### src/common/ex_pkg.sv
////////////////////////////////////////
// shared widths and field codes for the
// execute stage and its testbench
// modules import this package by wildcard
////////////////////////////////////////

package ex_pkg;

	////////////////////////////////////////
	// widths
	////////////////////////////////////////
	localparam int XLEN = 32;

	typedef logic [XLEN-1:0]   word_t;  // data or address word
	typedef logic [2*XLEN-1:0] dword_t; // full product
	typedef logic [5:0]        tag_t;   // physical destination tag
	typedef logic [31:0]       inst_t;  // raw instruction

	localparam tag_t ZERO_TAG = 6'd0; // no destination

	////////////////////////////////////////
	// field codes
	////////////////////////////////////////
	typedef logic [1:0] unit_t;
	localparam unit_t UNIT_ALU    = 2'd0;
	localparam unit_t UNIT_MULT   = 2'd1;
	localparam unit_t UNIT_BRANCH = 2'd2;

	typedef logic [3:0] alu_func_t;
	localparam alu_func_t ALU_ADD  = 4'd0;
	localparam alu_func_t ALU_SUB  = 4'd1;
	localparam alu_func_t ALU_AND  = 4'd2;
	localparam alu_func_t ALU_OR   = 4'd3;
	localparam alu_func_t ALU_XOR  = 4'd4;
	localparam alu_func_t ALU_SLT  = 4'd5;
	localparam alu_func_t ALU_SLTU = 4'd6;
	localparam alu_func_t ALU_SLL  = 4'd7;
	localparam alu_func_t ALU_SRL  = 4'd8;
	localparam alu_func_t ALU_SRA  = 4'd9;

	typedef logic [1:0] mult_func_t;
	localparam mult_func_t MULT_MUL    = 2'd0;
	localparam mult_func_t MULT_MULH   = 2'd1;
	localparam mult_func_t MULT_MULHSU = 2'd2; // rs1 signed, rs2 unsigned
	localparam mult_func_t MULT_MULHU  = 2'd3;

	// operand A source
	typedef logic [1:0] opa_sel_t;
	localparam opa_sel_t OPA_RS1  = 2'd0;
	localparam opa_sel_t OPA_NPC  = 2'd1;
	localparam opa_sel_t OPA_PC   = 2'd2;
	localparam opa_sel_t OPA_ZERO = 2'd3;

	// operand B source
	typedef logic [2:0] opb_sel_t;
	localparam opb_sel_t OPB_RS2   = 3'd0;
	localparam opb_sel_t OPB_I_IMM = 3'd1;
	localparam opb_sel_t OPB_S_IMM = 3'd2;
	localparam opb_sel_t OPB_B_IMM = 3'd3;
	localparam opb_sel_t OPB_U_IMM = 3'd4;
	localparam opb_sel_t OPB_J_IMM = 3'd5;

endpackage

### src/mult/mult_pipe.sv
////////////////////////////////////////
// pipelined shift-and-add multiplier
// for MUL, MULH, MULHSU and MULHU
// accepts one multiply per cycle, done is
// high MULT_STAGES cycles after start
////////////////////////////////////////

`timescale 1ns/10ps

module mult_pipe #(
	parameter int MULT_STAGES = 4
) (
	input  logic               clock,
	input  logic               reset,
	input  logic               flush,
	input  logic               start,
	input  ex_pkg::mult_func_t func,
	input  ex_pkg::word_t      mcand,
	input  ex_pkg::word_t      mplier,
	input  ex_pkg::tag_t       tag_in,
	output logic               done,
	output ex_pkg::word_t      product,
	output ex_pkg::tag_t       tag_out
);
	import ex_pkg::*;

	logic mcand_signed, mplier_signed;

	// index 0 is the chain input, MULT_STAGES the chain output
	logic       stage_valid   [MULT_STAGES+1];
	dword_t     stage_mplier  [MULT_STAGES+1];
	dword_t     stage_mcand   [MULT_STAGES+1];
	dword_t     stage_product [MULT_STAGES+1];
	tag_t       stage_tag     [MULT_STAGES+1];
	mult_func_t stage_func    [MULT_STAGES+1];

	assign mcand_signed  = func != MULT_MULHU;                      // rs1 unsigned only for mulhu
	assign mplier_signed = (func == MULT_MUL) || (func == MULT_MULH);

	assign stage_valid[0]   = start;
	assign stage_mcand[0]   = {{XLEN{mcand_signed & mcand[XLEN-1]}}, mcand};
	assign stage_mplier[0]  = {{XLEN{mplier_signed & mplier[XLEN-1]}}, mplier};
	assign stage_product[0] = '0;
	assign stage_tag[0]     = tag_in;
	assign stage_func[0]    = func;

	////////////////////////////////////////
	// stage chain
	////////////////////////////////////////
	for (genvar i = 0; i < MULT_STAGES; i++) begin : g_stage
		mult_stage #(
			.MULT_STAGES (MULT_STAGES)
		) u_mult_stage (
			.clock       (clock),
			.reset       (reset),
			.flush       (flush),
			.valid_in    (stage_valid[i]),
			.mplier_in   (stage_mplier[i]),
			.mcand_in    (stage_mcand[i]),
			.product_in  (stage_product[i]),
			.tag_in      (stage_tag[i]),
			.func_in     (stage_func[i]),
			.valid_out   (stage_valid[i+1]),
			.mplier_out  (stage_mplier[i+1]),
			.mcand_out   (stage_mcand[i+1]),
			.product_out (stage_product[i+1]),
			.tag_out     (stage_tag[i+1]),
			.func_out    (stage_func[i+1])
		);
	end

	assign done    = stage_valid[MULT_STAGES];
	assign tag_out = stage_tag[MULT_STAGES];

	// low half for mul, high half for the rest
	assign product = (stage_func[MULT_STAGES] == MULT_MUL) ?
		stage_product[MULT_STAGES][XLEN-1:0] : stage_product[MULT_STAGES][2*XLEN-1:XLEN];

endmodule

### src/mult/mult_stage.sv
////////////////////////////////////////
// one partial-product stage of the
// pipelined multiplier
// chained MULT_STAGES deep by mult_pipe
////////////////////////////////////////

`timescale 1ns/10ps

module mult_stage #(
	parameter int MULT_STAGES = 4
) (
	input  logic                 clock,
	input  logic                 reset,
	input  logic                 flush,
	input  logic                 valid_in,
	input  ex_pkg::dword_t       mplier_in,
	input  ex_pkg::dword_t       mcand_in,
	input  ex_pkg::dword_t       product_in,
	input  ex_pkg::tag_t         tag_in,
	input  ex_pkg::mult_func_t   func_in,
	output logic                 valid_out,
	output ex_pkg::dword_t       mplier_out,
	output ex_pkg::dword_t       mcand_out,
	output ex_pkg::dword_t       product_out,
	output ex_pkg::tag_t         tag_out,
	output ex_pkg::mult_func_t   func_out
);
	import ex_pkg::*;

	localparam int NUM_BITS = 2 * XLEN / MULT_STAGES; // multiplier bits per stage

	dword_t partial;

	assign partial = dword_t'(mplier_in[NUM_BITS-1:0]) * mcand_in;

	always_ff @(posedge clock) begin
		if (reset || flush) begin
			valid_out <= 1'b0;
		end else begin
			valid_out <= valid_in;
		end
	end

	// payload follows the item down the chain
	always_ff @(posedge clock) begin
		product_out <= product_in + partial;
		mplier_out  <= mplier_in >> NUM_BITS;
		mcand_out   <= mcand_in << NUM_BITS;
		tag_out     <= tag_in;
		func_out    <= func_in;
	end

endmodule

### config.mk
export PLATFORM = sky130hd
export DESIGN_NAME = mult_pipe
export DESIGN_NICKNAME = d
export VERILOG_FILES = /design/src/common/ex_pkg.sv /design/src/mult/mult_pipe.sv /design/src/mult/mult_stage.sv
export SDC_FILE = /design/constraint.sdc
export NUM_CORES = 2
export LEC_CHECK = 0
export ABC_AREA = 1
export BUFFER_PORTS_ARGS = -buffer_cell sky130_fd_sc_hd__buf_2
export CAP_MARGIN = 10
export CORE_MARGIN = 3
export CORE_UTILIZATION = 55
export CTS_BUF_LIST = sky130_fd_sc_hd__clkbuf_4
export CTS_CLUSTER_SIZE = 14
export DETAILED_ROUTE_END_ITERATION = 6
export GPL_TIMING_DRIVEN = 1
export HOLD_SLACK_MARGIN = 0.02
export PLACE_DENSITY = 0.72
export SKIP_LAST_GASP = 1
export SLEW_MARGIN = 30
export SYNTH_ARGS = -nofsm -noshare
export SYNTH_HDL_FRONTEND = slang
export SYNTH_SLANG_ARGS = --single-unit
### constraint.sdc
create_clock -name clock -period 6.5 [get_ports clock]
set_input_delay 0.325 -clock clock [delete_from_list [all_inputs] [get_ports clock]]
set_output_delay 0.325 -clock clock [all_outputs]
set_load 0.02 [all_outputs]
Word-level counts from Yosys, hierarchy flattened
Index checks and enable logic that the tools add are counted.
W data, S select, Z words.
- logic and storage cells: 38
- input bits: 76
- register bits: 392
- reductions and logical operators: 4
- multiply operators: 4
- equality and inequality tests: 2
- multiplexer cells: 1
- $add $sub $neg: 3
- bitwise operators: 2
- operator list (kind ; count):
    $add A64 B64 Y64 ; 3
    $mul A17 B33 Y50 ; 1
    $mul A16 B48 Y48 ; 1
    $mul A16 B32 Y32 ; 1
    $mux W32 ; 1
    $mul A1 B16 Y16 ; 1
    $logic_not A2 Y1 ; 2
    $and A1 B1 Y1 ; 2
    $eq A2 B1 Y1 const B ; 1
    $logic_or A1 B1 Y1 ; 2
    $ne A2 B2 Y1 const B ; 1

Logic depth before layout (Yosys ltp)
- word-level depth: 3
- depth in mapped cells: 40
- gate-level depth less buffers: 38

Hierarchy
A second synthesis with hierarchy kept.
- cells, all modules: 18111
- area total of the unflattened synthesis: 139503.8 um^2
- by module, submodules not included (module ; times used ; cells an instance ; seq. area each (um^2) ; area an instance (um^2)):
    mult_stage at g_stage[0].u_mult_stage ... ; 3 ; 4528 ; 3383.2 ; 34855.9
    mult_stage at g_stage[3].u_mult_stage ; 1 ; 4417 ; 3383.2 ; 34441.8
    mult_pipe ; 1 ; 110 ; 0.0 ; 494.2

Worst setup path before layout
OpenSTA, ideal clock, no wires.
- kind: reg2reg
- from: reg g_stage[1].u_mult_stage.mplier_out[0] (netlist name)
- to: reg g_stage[2].u_mult_stage.product_out[61]
- stages on the path, launching flop included: 34
- buffers on the path: 2
- setup slack: -0.373 ns
- clock period less this slack: 6.873 ns
- arrival: 6.760 ns
- setup time: 0.112 ns
- path through: dfxtp_1 clkbuf_1 buf_1 nand2_1 inv_1 fa_1 fa_1 inv_1 fa_1 inv_1 fa_1 inv_1 fa_1 fa_1 inv_1 ha_1 inv_1 o21ai_0 nor2_1 nand3_1 a21oi_2 o21ai_1 nand2_1 nand2_1 xor2_1 ha_1 a21oi_1 inv_1 a31oi_1 nor2_1 nor4_1 nand2_1 nand2_1 nand2_1
- longest elaborated chain between the ends: 2
- ends and longest elaborated chain (what ; line ; text):
    $mul A16 B32 Y32 ; mult_stage.sv:34 ; assign partial = dword_t'(mplier_in[NUM_BITS-1:0]) * mcand_in;
    $add A64 B64 Y64 ; mult_stage.sv:46 ; product_out <= product_in + partial;
    to (signal assigned) ; mult_stage.sv:46 ;
    to (decl) ; mult_stage.sv:24 ; output ex_pkg::dword_t product_out,
No other way between the ends.
A chain may end at the register's enable or synchronous reset.

Worst setup path after layout
- from: reg g_stage[0].u_mult_stage.mplier_out[6]
- to: reg g_stage[1].u_mult_stage.product_out[59]
- longest elaborated chain between the ends: 2
- ends and longest elaborated chain (what ; line ; text):
    from (decl) ; mult_stage.sv:22 ; output ex_pkg::dword_t mplier_out,
    from (signal assigned) ; mult_stage.sv:47 ; mplier_out <= mplier_in >> NUM_BITS;
    $mul A16 B48 Y48 ; mult_stage.sv:34 ;
    $add A64 B64 Y64 ; mult_stage.sv:46 ;
    to (signal assigned) ; mult_stage.sv:46 ;
    to (decl) ; mult_stage.sv:24 ;
No other way between the ends.

==> metrics.txt <==
via count=~53000; wire per inst=around 20 um; final total negative setup slack=-29.03 ns; initial drt markers=4235; first-pass detailed-route iteration total=7; YS warnings=0; I/O pins=115; most used cell, CP=inv_2; Final setup viols=between 50 and 60; crit-path max cell delay=0.56 ns; Setup crit start kind=flop; Core Area=106200 um^2; met2 Use GR=59.98%; Synth Area in Simple Gates=between 15 and 20%; Cell Area, Synth=59350 um^2; Synth Area per Inst=8.123 um^2; Seq cells post-synth=378; commonest non-fill, non-tap cell in the layout=inv_1; Tcrit/Tclk final=113.6%; Post-Synth XOR/XNOR Area=approximately 3.4%; Max clock buf depth=3; Reg area=7621 um^2; # fillers=7147; Final nets=10130; CTS sink count=378; top cells by area, synth=fa_1 41%, dfxtp_1 13%, inv_1 13%, nand2_1 10%, ha_1 7.5%; HPWL after detailed placement=153.4 mm; row count=119; Max Freq=0.1354 GHz; final slew viol count=0; clock-pin slew reported for the worst setup and hold paths after clock tree synthesis=0.09 ns; total track usage=approximately a third; clk_lat worst skew=0.98 ns; largest family of logic cells by synthesized area=adder cells; Synth Area in Adders=48.14%; RSZ-0062 raised after global routing=true; minimum clock period=7.385 ns; Seq/Total Area, Yosys=12.75%; Hold WC Path Type=in -> reg; layout cells sized above 1=a little under a third; Worst Path Required=7.35 ns; syn_nets=between 8000 and 9000; Initial Utilization=55.91%; WP data arrival=8.24 ns; Yosys top cell area share=between 40% and 50%; worst slack at placement=-1.002 ns; final RePlAce weighted congestion=0.9964; worst-path cell with the longest stage delay=fa_2; post-synthesis mux area share=less than 1%; first-pass GRT wire length=about 300 mm; die area=about 110000 um^2; die height=334.5 um; commonest cells after routing, fill and taps aside=1844 x inv_1, 1459 x nand2_1, 1138 x fa_1; post-synthesis compound-gate area fraction=about 5.4%; Clock Skew=~0.088 ns; largest area contributor in the netlist=fa_1; Final Hold Vio Count=0; fin worst setup slack=-0.8854 ns; ys flop type=dfxtp_1; Worst Path Class, Setup=reg -> reg; Post-synth EDFFs=0; status=complete, but fails checks; met3 usage=under 10%; vias in the first global route=56272; Crit. End Element=flop; drt drc=0; DRT antenna net count=0; failing checks=negative setup slack; Max Cap Viol=0; Port Buffer Count=114; initial antenna violation count=9; Die W=about 330 um; Max-slew headroom=38.33%; CTS root buf=clkbuf_4; WL final=around 200 mm; met1 Use GR=43.01%; Syn Inst Count=7307; gr busiest metal=met2; area of the multi-input gates=about 50000 um^2; maximum number of pins on one net before global-route repair=34; Congestion Overflow GR=0; Cell variety after synth=56; slew at the pin closest to its max-slew limit=about 0.92 ns; DR vias/cell=roughly 5.3; Synth async-reset ratio=0%; CTS buffer count=~110; worst-path maximum fanout=7; CTS tree=yes; H-tree depth=3; Layout area overhead=34.57%
-- flip-flops by register name, summed over array words and instances (netlist names) --
name / flops
g_stage.u_mult_stage.product_out: 242
g_stage.u_mult_stage.func_out: 8
g_stage.u_mult_stage.valid_out: 4
g_stage.u_mult_stage.tag_out: 24
g_stage.u_mult_stage.mcand_out: 81
g_stage.u_mult_stage.mplier_out: 19
-- through the flow --
stage | std cells | hold slack [ns] | instance area [um^2] | util, %
final | 9968 | 0.2051 | 79870 | 75.23
after global routing | 9962 | 0.1720 | 79850 | 75.22
after CTS | 9836 | 0.06940 | 76240 | 71.81
after detailed placement | 9425 | 0.3120 | 68040 | 64.10
after global placement | 9423 | 0.3103 | 68000 | 64.05
after floorplan | 7307 | 0.3095 | 59700 | -
-- timing repair --
action / CTS / global route
hold buffers: 83 / 0
resized for setup: 1060 / 648
endpoints found under the hold margin: 65 / 0
buffers inserted: 149 / 143
pin swaps: 388 / 469
setup endpoints to repair: 56 / 60
gates cloned: 12 / 0
-- area by class of cell --
type / count / share of cell area (%)
multi-input cells: 4645 / 62.28
repair buffers: 1337 / 14.60
inverters: 2027 / 9.634
flip-flops and latches: 378 / 9.542
well taps: 1391 / 2.179
clock buffers: 139 / 1.307
clock inverters: 44 / 0.4402
diodes: 7 / 0.02193
-- cells in the mapped netlist, types with 33 or more instances --
| cell type | n |
|---|---|
| inv_1 | 2014 |
| nand2_1 | 1656 |
| fa_1 | 1206 |
| dfxtp_1 | 378 |
| ha_1 | 354 |
| nor2_1 | 327 |
| a21oi_1 | 261 |
| clkbuf_1 | 250 |
| xor2_1 | 158 |
| nand3_1 | 156 |
| o21ai_0 | 133 |
| xnor2_1 | 72 |
| nor3_1 | 42 |
| a21o_1 | 35 |
| a31oi_1 | 33 |
-- cells by family (layout without fill, tap and decap cells) --
logic type | after synthesis | count (layout)
xor gates and xnor gates | 230 | 230
and+or+nand+nor | 2263 | 2263
buffers and inverters | 2284 | 3547
muxes | 32 | 32
AOI/OAI and AO/OA | 560 | 560
other | 0 | 7
DFF | 378 | 378
adders and majority gates | 1560 | 1560
-- path summary, 6_finish.rpt --
kind / from / end / slack (ns) / cells after the start
max: g_stage[0].u_mult_stage.mplier_out[6] / g_stage[1].u_mult_stage.product_out[59] / -0.89 / 35
min: mcand[31] / g_stage[0].u_mult_stage.mcand_out[47] / 0.21 / 2
max reg2reg: g_stage[0].u_mult_stage.mplier_out[6] / g_stage[1].u_mult_stage.product_out[59] / -0.89 / 35
min reg2reg: g_stage[1].u_mult_stage.product_out[4] / g_stage[2].u_mult_stage.product_out[4] / 0.25 / 0
-- critical path: cells and delay by family, from the launching register on --
family                     cells  cell delay (ns)
and+or+nand+nor               10             1.10
DFF                            1             0.42
buffers and inverters         14             1.60
xor gates and xnor gates       2             0.33
AOI/OAI and AO/OA              1             0.19
adders and majority gates      8             3.57
-- layer usage --
layer,vias up,routed length (um)
li1,23513,-
met1,26209,74290
met2,2520,98610
met3,779,16550
met4,6,13860
met5,-,44
Power is not shown: default switching activity piles up to over one toggle a cycle in this logic, so the estimate is an artifact.
